==> src/include/uart_cfg.svh <==
// Build settings for the UART relay, included by the RTL and by the testbench
`ifndef UART_CFG_SVH
`define UART_CFG_SVH

// Line timing

`define UART_HALF_BIT 4          // Clocks per half bit, full bit is twice this

// Line format

`define UART_PARITY_ODD 0        // 1 selects odd parity, 0 selects even

// Buffering between the two lines

`define RELAY_FIFO_DEPTH 4       // Entries, power of two and at least 2

`endif

==> src/source/uart_pkg.sv <==
// Line format of the relay UART frames, imported by the receiver and the transmitter
`default_nettype none

package uart_pkg;

    typedef enum logic {
        parity_even = 1'b0,
        parity_odd  = 1'b1
    } parity_mode_t;

    localparam int UART_DATA_BITS  = 8;     // Payload bits per frame
    localparam int UART_FRAME_BITS = 11;    // Start, data, parity, stop

    // Parity bit that goes on the line after the data
    function automatic logic parity_bit(
        input logic [UART_DATA_BITS-1:0] data,
        input parity_mode_t              mode
    );
        return (^data) ^ (mode == parity_odd);
    endfunction

endpackage

`default_nettype wire

==> src/source/relay_pkg.sv <==
// Buffered data of the relay node, imported by the receiver, the FIFO, the transmitter and the top
`default_nettype none

package relay_pkg;

    import uart_pkg::*;

    // One received byte as it waits in the FIFO
    typedef struct packed {
        logic [UART_DATA_BITS-1:0] data;
        logic                      parity_err;    // Set when the line parity did not match
    } relay_word_t;

    localparam int ERR_COUNT_W = 8;    // Dropped byte counter, saturating

endpackage

`default_nettype wire

==> src/source/uart_rx.sv <==
// UART receiver of the relay, samples the rx line mid-bit and strobes out each byte with its parity check
`timescale 1ns/1ps
`default_nettype none

`include "uart_cfg.svh"

module uart_rx
    import uart_pkg::*, relay_pkg::*;
(
    input  logic        clk,
    input  logic        reset,
    input  logic        rx,
    output relay_word_t rx_word,
    output logic        rx_done
);

    localparam int CNT_W = $clog2(2 * `UART_HALF_BIT);
    localparam int IDX_W = $clog2(UART_FRAME_BITS);
    localparam logic [CNT_W-1:0] HALF_LAST  = CNT_W'(`UART_HALF_BIT - 1);
    localparam logic [CNT_W-1:0] FULL_LAST  = CNT_W'(2 * `UART_HALF_BIT - 1);
    localparam logic [IDX_W-1:0] STOP_INDEX = IDX_W'(UART_FRAME_BITS - 2);
    localparam parity_mode_t     PARITY     = parity_mode_t'(`UART_PARITY_ODD);

    typedef enum logic [1:0] {
        st_init,
        st_idle,
        st_start,
        st_receive
    } rx_state_t;

    rx_state_t               state;
    logic                    rx_q;          // Registered line
    logic [CNT_W-1:0]        clk_count;
    logic [IDX_W-1:0]        bit_index;
    logic [UART_DATA_BITS:0] shift_reg;     // Parity ends up in the top bit

    assign rx_word.data       = shift_reg[UART_DATA_BITS-1:0];
    assign rx_word.parity_err = parity_bit(shift_reg[UART_DATA_BITS-1:0], PARITY)
                                != shift_reg[UART_DATA_BITS];

    always_ff @(posedge clk) begin
        if (reset) begin
            state   <= st_init;
            rx_q    <= 1'b1;                // Idle line level
            rx_done <= 1'b0;
        end else begin
            rx_q    <= rx;
            rx_done <= 1'b0;
            case (state)
                st_init: begin
                    clk_count <= '0;
                    bit_index <= '0;
                    state     <= st_idle;
                end
                st_idle: begin
                    if (!rx_q) begin
                        clk_count <= CNT_W'(1);     // Falling edge already took a clock
                        bit_index <= '0;
                        state     <= st_start;
                    end
                end
                st_start: begin
                    if (clk_count == HALF_LAST) begin
                        clk_count <= '0;            // Now in the middle of the start bit
                        state     <= st_receive;
                    end else begin
                        clk_count <= clk_count + 1'b1;
                    end
                end
                st_receive: begin
                    if (clk_count == FULL_LAST) begin
                        clk_count <= '0;
                        bit_index <= bit_index + 1'b1;
                        if (bit_index == STOP_INDEX) begin
                            rx_done <= 1'b1;        // Stop bit sampled, not checked
                            state   <= st_idle;
                        end else begin
                            shift_reg <= {rx_q, shift_reg[UART_DATA_BITS:1]};
                        end
                    end else begin
                        clk_count <= clk_count + 1'b1;
                    end
                end
                default: state <= st_init;
            endcase
        end
    end

endmodule

`default_nettype wire

==> src/source/relay_fifo.sv <==
// Circular FIFO between receiver and transmitter, flags a sticky overrun when a byte is lost
`timescale 1ns/1ps
`default_nettype none

`include "uart_cfg.svh"

module relay_fifo
    import relay_pkg::*;
#(
    parameter int DEPTH = `RELAY_FIFO_DEPTH
) (
    input  logic        clk,
    input  logic        reset,
    input  logic        push,
    input  relay_word_t wr_word,
    input  logic        pop,
    output relay_word_t rd_word,
    output logic        empty,
    output logic        overrun
);

    localparam int PTR_W = $clog2(DEPTH);

    relay_word_t      mem [DEPTH];
    logic [PTR_W-1:0] wr_ptr;
    logic [PTR_W-1:0] rd_ptr;
    logic [PTR_W:0]   count;
    logic             full;
    logic             wr_en;
    logic             rd_en;

    assign full    = count == (PTR_W + 1)'(DEPTH);
    assign empty   = count == '0;
    assign rd_word = mem[rd_ptr];
    assign rd_en   = pop && !empty;
    assign wr_en   = push && (!full || rd_en);  // A pop frees the slot on the same edge

    always_ff @(posedge clk) begin
        if (wr_en) begin
            mem[wr_ptr] <= wr_word;
        end
    end

    always_ff @(posedge clk) begin
        if (reset) begin
            wr_ptr  <= '0;
            rd_ptr  <= '0;
            count   <= '0;
            overrun <= 1'b0;
        end else begin
            if (wr_en) begin
                wr_ptr <= wr_ptr + 1'b1;        // Wraps since depth is a power of two
            end
            if (rd_en) begin
                rd_ptr <= rd_ptr + 1'b1;
            end
            case ({wr_en, rd_en})
                2'b10:   count <= count + 1'b1;
                2'b01:   count <= count - 1'b1;
                default: count <= count;
            endcase
            if (push && !wr_en) begin
                overrun <= 1'b1;                // Held until reset
            end
        end
    end

endmodule

`default_nettype wire

==> src/source/uart_tx.sv <==
// UART transmitter of the relay, pops buffered bytes, drops bad ones and sends good ones
`timescale 1ns/1ps
`default_nettype none

`include "uart_cfg.svh"

module uart_tx
    import uart_pkg::*, relay_pkg::*;
(
    input  logic                   clk,
    input  logic                   reset,
    input  relay_word_t            rd_word,
    input  logic                   empty,
    input  logic                   cts,
    output logic                   pop,
    output logic                   tx,
    output logic [ERR_COUNT_W-1:0] parity_err_count
);

    localparam int CNT_W = $clog2(2 * `UART_HALF_BIT);
    localparam int IDX_W = $clog2(UART_FRAME_BITS);
    localparam logic [CNT_W-1:0] FULL_LAST  = CNT_W'(2 * `UART_HALF_BIT - 1);
    localparam logic [IDX_W-1:0] LAST_INDEX = IDX_W'(UART_FRAME_BITS - 2);
    localparam parity_mode_t     PARITY     = parity_mode_t'(`UART_PARITY_ODD);

    typedef enum logic [1:0] {
        st_idle,
        st_shift,
        st_stop
    } tx_state_t;

    tx_state_t               state;
    logic [CNT_W-1:0]        bit_timer;
    logic [IDX_W-1:0]        bit_index;     // Bits sent after the start bit
    logic [UART_DATA_BITS:0] shift_reg;     // Data then parity, LSB out first

    always_ff @(posedge clk) begin
        if (reset) begin
            state            <= st_idle;
            bit_timer        <= '0;
            bit_index        <= '0;
            pop              <= 1'b0;
            tx               <= 1'b1;
            parity_err_count <= '0;
        end else begin
            pop <= 1'b0;
            case (state)
                st_idle: begin
                    bit_timer <= '0;
                    bit_index <= '0;
                    if (pop) begin
                        if (rd_word.parity_err) begin
                            if (parity_err_count != '1) begin
                                parity_err_count <= parity_err_count + 1'b1;
                            end
                        end else begin
                            shift_reg <= {parity_bit(rd_word.data, PARITY), rd_word.data};
                            tx        <= 1'b0;      // Start bit
                            state     <= st_shift;
                        end
                    end else if (!empty && cts) begin
                        pop <= 1'b1;
                    end
                end
                st_shift: begin
                    if (bit_timer == FULL_LAST) begin
                        bit_timer <= '0;
                        if (bit_index == LAST_INDEX) begin
                            tx    <= 1'b1;          // Stop bit
                            state <= st_stop;
                        end else begin
                            tx        <= shift_reg[0];
                            shift_reg <= shift_reg >> 1;
                            bit_index <= bit_index + 1'b1;
                        end
                    end else begin
                        bit_timer <= bit_timer + 1'b1;
                    end
                end
                st_stop: begin
                    if (bit_timer == FULL_LAST) begin
                        bit_timer <= '0;
                        state     <= st_idle;
                    end else begin
                        bit_timer <= bit_timer + 1'b1;
                    end
                end
                default: state <= st_idle;
            endcase
        end
    end

endmodule

`default_nettype wire

==> src/source/uart_relay.sv <==
// Top of the UART relay node, receiver feeding the transmitter through a small FIFO
`timescale 1ns/1ps
`default_nettype none

module uart_relay
    import relay_pkg::*;
(
    input  logic                   clk,
    input  logic                   reset,
    input  logic                   rx,
    input  logic                   cts,
    output logic                   tx,
    output logic [ERR_COUNT_W-1:0] parity_err_count,
    output logic                   overrun
);

    relay_word_t rx_word;
    relay_word_t rd_word;
    logic        rx_done;
    logic        empty;
    logic        pop;

    uart_rx uart_rx_i (
        .clk     (clk),
        .reset   (reset),
        .rx      (rx),
        .rx_word (rx_word),
        .rx_done (rx_done)
    );

    relay_fifo relay_fifo_i (
        .clk     (clk),
        .reset   (reset),
        .push    (rx_done),         // Every received byte, good or bad
        .wr_word (rx_word),
        .pop     (pop),
        .rd_word (rd_word),
        .empty   (empty),
        .overrun (overrun)
    );

    uart_tx uart_tx_i (
        .clk              (clk),
        .reset            (reset),
        .rd_word          (rd_word),
        .empty            (empty),
        .cts              (cts),
        .pop              (pop),
        .tx               (tx),
        .parity_err_count (parity_err_count)
    );

endmodule

`default_nettype wire

==> config.mk <==
export PLATFORM = sky130hd
export DESIGN_NAME = uart_relay
export DESIGN_NICKNAME = d
export VERILOG_FILES = /design/src/source/uart_pkg.sv /design/src/source/relay_pkg.sv /design/src/source/uart_rx.sv /design/src/source/relay_fifo.sv /design/src/source/uart_tx.sv /design/src/source/uart_relay.sv
export VERILOG_INCLUDE_DIRS = /design/src /design/src/include
export SDC_FILE = /design/constraint.sdc
export NUM_CORES = 1
export LEC_CHECK = 0
export ABC_AREA = 0
export CORE_MARGIN = 1.5
export CORE_UTILIZATION = 45
export CTS_CLUSTER_SIZE = 24
export DETAILED_ROUTE_END_ITERATION = 12
export DONT_BUFFER_PORTS = 1
export PLACE_DENSITY = 0.69
export SYNTH_ARGS = -nofsm -noshare
export SYNTH_HDL_FRONTEND = slang
export SYNTH_HIERARCHICAL = 1
export SYNTH_SLANG_ARGS = --single-unit
==> constraint.sdc <==
create_clock -name clk -period 4.5 [get_ports clk]
set_clock_uncertainty 0.1 [all_clocks]
set_input_delay 0.45 -clock clk [delete_from_list [all_inputs] [get_ports clk]]
set_output_delay 0.45 -clock clk [all_outputs]
set_load 0.03 [all_outputs]
# After elaboration in Yosys (flattened, before gate mapping)
# Memory sizes are Yosys's and may differ from the RTL's. A register that Yosys moved wholly into a read port is not among the register bits.
# Cells that the tools add are included.
classes:
  n_addsub: 9
  multipliers: 0
  div: 0
  order_cmp: 0
  eq_ne: 25
  n_shift: 0
  mux: 40
  bitwise: 5
  n_reduce_logical: 29
ops:
  columns: ["cell", "n"]
  rows:
  - ["two-way mux 9 bit", 4]
  - ["two-way mux 2 bit", 11]
  - ["AND reduction 4 bit", 5]
  - ["one-hot mux 9 bit (2 select lines)", 1]
  - ["two-way mux 4 bit", 4]
  - ["parity 8 bit", 2]
  - ["inequality test 2 x 1 -> 1 bit, second input constant", 7]
  - ["two-way mux 3 bit", 4]
  - ["one-hot mux 3 bit (2 select lines)", 2]
  - ["one-hot mux 3 bit (4 select lines)", 1]
  - ["one-hot mux 4 bit (3 select lines)", 1]
  - ["adder 3 x 1 -> 3 bit, second input constant", 3]
  - ["equality test 3 bit, second input constant", 3]
  - ["adder 4 x 1 -> 4 bit, second input constant", 2]
  - ["adder 8 x 1 -> 8 bit, second input constant", 1]
  - ["equality test 2 bit, second input constant", 4]
  - ["equality test 4 bit, second input constant", 2]
  - ["two-way mux 1 bit", 8]
  - ["inequality test 8 bit, second input constant", 1]
  - ["one-hot mux 2 bit (4 select lines)", 1]
  - ["one-hot mux 4 bit (2 select lines)", 1]
  - ["equality test 2 x 1 -> 1 bit, second input constant", 3]
  - ["inequality test 2 bit, second input constant", 3]
  - ["one-hot mux 2 bit (3 select lines)", 1]
  - ["19 further kinds", 33]
word_totals:
  regBits: 56
  latchBits: 0
  mem_bits_rw: 36
  romBits: 0
  inputBits: 4
  output_inout_bits: 10
  n_memories: 1
mem_list:
  columns: ["name", "words", "word_bits", "read_ports", "rd_clocked_by_memory_dff", "write_ports", "line_no", "rtl"]
  rows:
  - ["relay_fifo_i.mem", 4, 9, 1, 1, 1, "relay_fifo.sv:24", "relay_word_t mem [DEPTH];"]

# Longest topological paths before layout
logic_depth:
  word_depth: 7
  ltp_mapped: 8
  ltp_nobuf: 6

# Modules after synthesis
# Netlist, hierarchy kept.
modules_own_cells:
  columns: ["module", "instances", "cells_per_inst", "area_each_um2", "seq_area_each_um2"]
  rows:
  - ["relay_fifo", 1, 118, 1894.3, 1281.2]
  - ["uart_tx", 1, 146, 1511.4, 650.6]
  - ["uart_rx", 1, 80, 1047.3, 560.5]

# Worst setup path after synthesis
# No wires, ideal clock.
synth_timing:
  path_kind: "reg2reg"
  start: "reg with a tool-made name"
  end: "reg uart_tx_i.shift_reg[0] (enable)"
  setup_ps: 389
  arrival_time_ps: 2204
  required_time_ps: 4011
  setup_slack_ps: 1807
  stages_incl_launch_ff: 6
  synth_period_minus_slack_ps: 2693
  cell_sequence: "dfxtp_1 -> buf_2 -> mux4_2 -> nand2b_1 -> a21oi_1 -> nor3b_1"
synth_rtl:
  columns: ["element", "line_no", "rtl"]
  rows:
  - ["end signal: assignment", "uart_tx.sv:57", "shift_reg <= {parity_bit(rd_word.data, PARITY), rd_word.data};"]
  - ["end signal: assignment", "uart_tx.sv:73", "shift_reg <= shift_reg >> 1;"]
  - ["end: declaration", "uart_tx.sv:35", "logic [UART_DATA_BITS:0] shift_reg;"]

==> results.md <==
- RSZ-0062 raised after global routing: no
- Nets: 366
- Setup bufs post-CTS: 0
- Antenna-violating nets left: 0
- Mapped Cells: approximately 340
- Top cells by count, synth: edfxtp_1, dfxtp_1, nor2_1
- Relative slew slack: 0.446
- Mapped Area: around 4500 µm²
- Core area: 9680 µm²
- Worst-path maximum fanout: 9
- Die Ht: 102 µm
- Post-synth top area cell: edfxtp_1
- WL per Instance: 14.3 µm
- Post-DP HPWL: between 4000 and 5000 µm
- First-pass GRT wire length: ~11000 µm
- CTS tree: yes
- Largest net degree at the start of global routing: 38
- Resized Gates After CTS: 0
- Ys async rst share: 0
- Fmax: about 390 MHz
- Vias per inst: ~5.1
- Period utilisation layout: 0.567
- Final Core Density: 0.487
- DR pass1 iterations: 4
- Max Cap Violations: 0
- Final Max Tran Viols: 0
- GP Congestion: about 0.77
- Via count: between 2000 and 2500
- Max Buffers Root-to-Sink: 2
- Non-Filler Cell Area, Final: approximately 4700 µm²
- Drc violations: 0
- Final setup viols: 0
- Top_reg_cell synth: edfxtp_1
- Req. time, crit path: roughly 4500 ps
- Final min period: roughly 2600 ps
- Max FFs per register: 36
- Seq/Total Area, Yosys: 0.560
- I/O Buffers: 0
- Syn Area/Cell: approximately 13 µm²
- # clock sinks: 94
- Total CTS buffers: 9
- Die Area: about 11000 µm²
- Rows: 36
- Setup_tns: 0 ps
- Final WL: 6770 µm
- R2R Setup Slk: 1950 ps
- Clock Latency Late Sink: ~350 ps
- Critical Path Source Type: flip-flop
- Number of global-route vias before repair: around 2400
- Clock transition at the registers of the reported paths: about 90 ps
- Initial antenna violation count: 0
- Endpoint class of the critical path: flip-flop
- CTS HTree Levels: 3
- Worst-Margin Slew: 823 ps
- Diode count: 0
- Leak pwr: between 0.0015 and 0.002 µW
- Chip width: between 100 and 150 µm
- Initial DRC Count: 120
- Yosys synthesis warning count: 6
- Most common cell in the netlist: edfxtp_1
- Layout cells sized above 1: 0.144
- Mapped Nets: ~370
- Initial Utilization: 0.460
- Area after DPL: approximately 4500 µm²
- P per Cell Area: 371 nW/µm²
- Top cell type's share of synthesized area: 0.411
- Critical path type: flip-flop to flip-flop
- Hold-fix buffers, CTS: 0
- Synthesized flop and latch total: 94
- Hold Crit Class: primary input to flip-flop
- Clk root buf: clkbuf_8
- Maximum vdd drop: ~0.22 mV
- Cell variety after synth: 61
- Status: finished, final reports clean
- Main area contributors after synthesis: edfxtp_1, dfxtp_1, ha_1
- Final Hold Vio Count: 0
- GRT overflow: 0
- Ports: 14
- WP data arrival: ~2500 ps
- GRT Resource Usage Total: 0.139
- Post-synth EDFFs: between 60 and 70
- Area growth syn-to-layout: 5.90%
[stage by stage]
stage / instances / power [µW] / setup slack, ps / hold slack, ps
finish: 474 / 1750 / 1950 / 51.4
global route: 474 / 1830 / 1760 / 28.0
CTS: 474 / 1770 / 1940 / 31.1
detailed placement: 458 / 1190 / 1960 / 342
global placement: 458 / 1190 / 1990 / 348
floorplan: 344 / 1160 / 1810 / 310
[final cells by class]
| class | count | area, µm² |
|---|---|---|
| Tap cell | 133 | 166 |
| Clock inverter | 5 | 56.3 |
| Timing Repair Buffer | 2 | 15.0 |
| Fill cell | 836 | 4970 |
| Sequential cell | 94 | 2490 |
| Clock buffer | 11 | 153 |
| Multi-Input combinational cell | 212 | 1770 |
| Inverter | 17 | 63.8 |
[per-layer routing]
layer  GRT usage  wire [µm]
met5           0          0
met1       0.175       3050
met4      0.0537         92
met2       0.228       3420
met3      0.0404        203
[cells in the final DEF, fill, tap and decap left out, types with 7 or more instances in the layout]
cell,Yosys,final
edfxtp_1,61,61
dfxtp_1,33,33
nor2_1,28,28
ha_1,25,25
inv_1,17,17
a21oi_1,15,15
xnor2_1,14,14
xor2_1,13,13
nand2_1,10,10
clkbuf_8,0,9
mux4_2,9,9
mux2_2,8,8
nand3_1,7,7
o21ai_0,7,7
nor2b_1,7,7
[critical path: stages, from the launching register on]
cell and delay (ps):
dfxtp_1 710, mux4_2 580, nand2b_1 190, a21oi_1 250, nor3b_1 230, buf_4 210
[cells by family (layout without fill, tap and decap cells)]
kind of cell	after synthesis	in the layout	share of synthesized area
AND/OR/NAND/NOR	94	94	0.123
adder cells (fa/ha/maj)	26	26	0.0747
XOR/XNOR	27	27	0.0531
flip-flops	94	94	0.560
multiplexers	22	22	0.0773
buffers and inverters	38	35	0.0430
AO/OA/AOI/OAI	43	43	0.0688
[path summary, 6_finish.rpt]
path	from	endpoint	cells past startpoint
worst min register to register	uart_rx_i/rx_q	uart_rx_i/shift_reg[8]	0
worst min-delay path	reset	uart_rx_i/state[1]	1
worst max-delay path	flip-flop	uart_tx_i/shift_reg[0]	5
worst max register to register	flip-flop	uart_tx_i/shift_reg[0]	5
[power breakdown]
part           switching, µW  internal (µW)  total [µW]
Clock                    282            291         573
Sequential              32.4            954         986
Combinational           94.5           93.9         188
(Power assumes the default switching activity.)
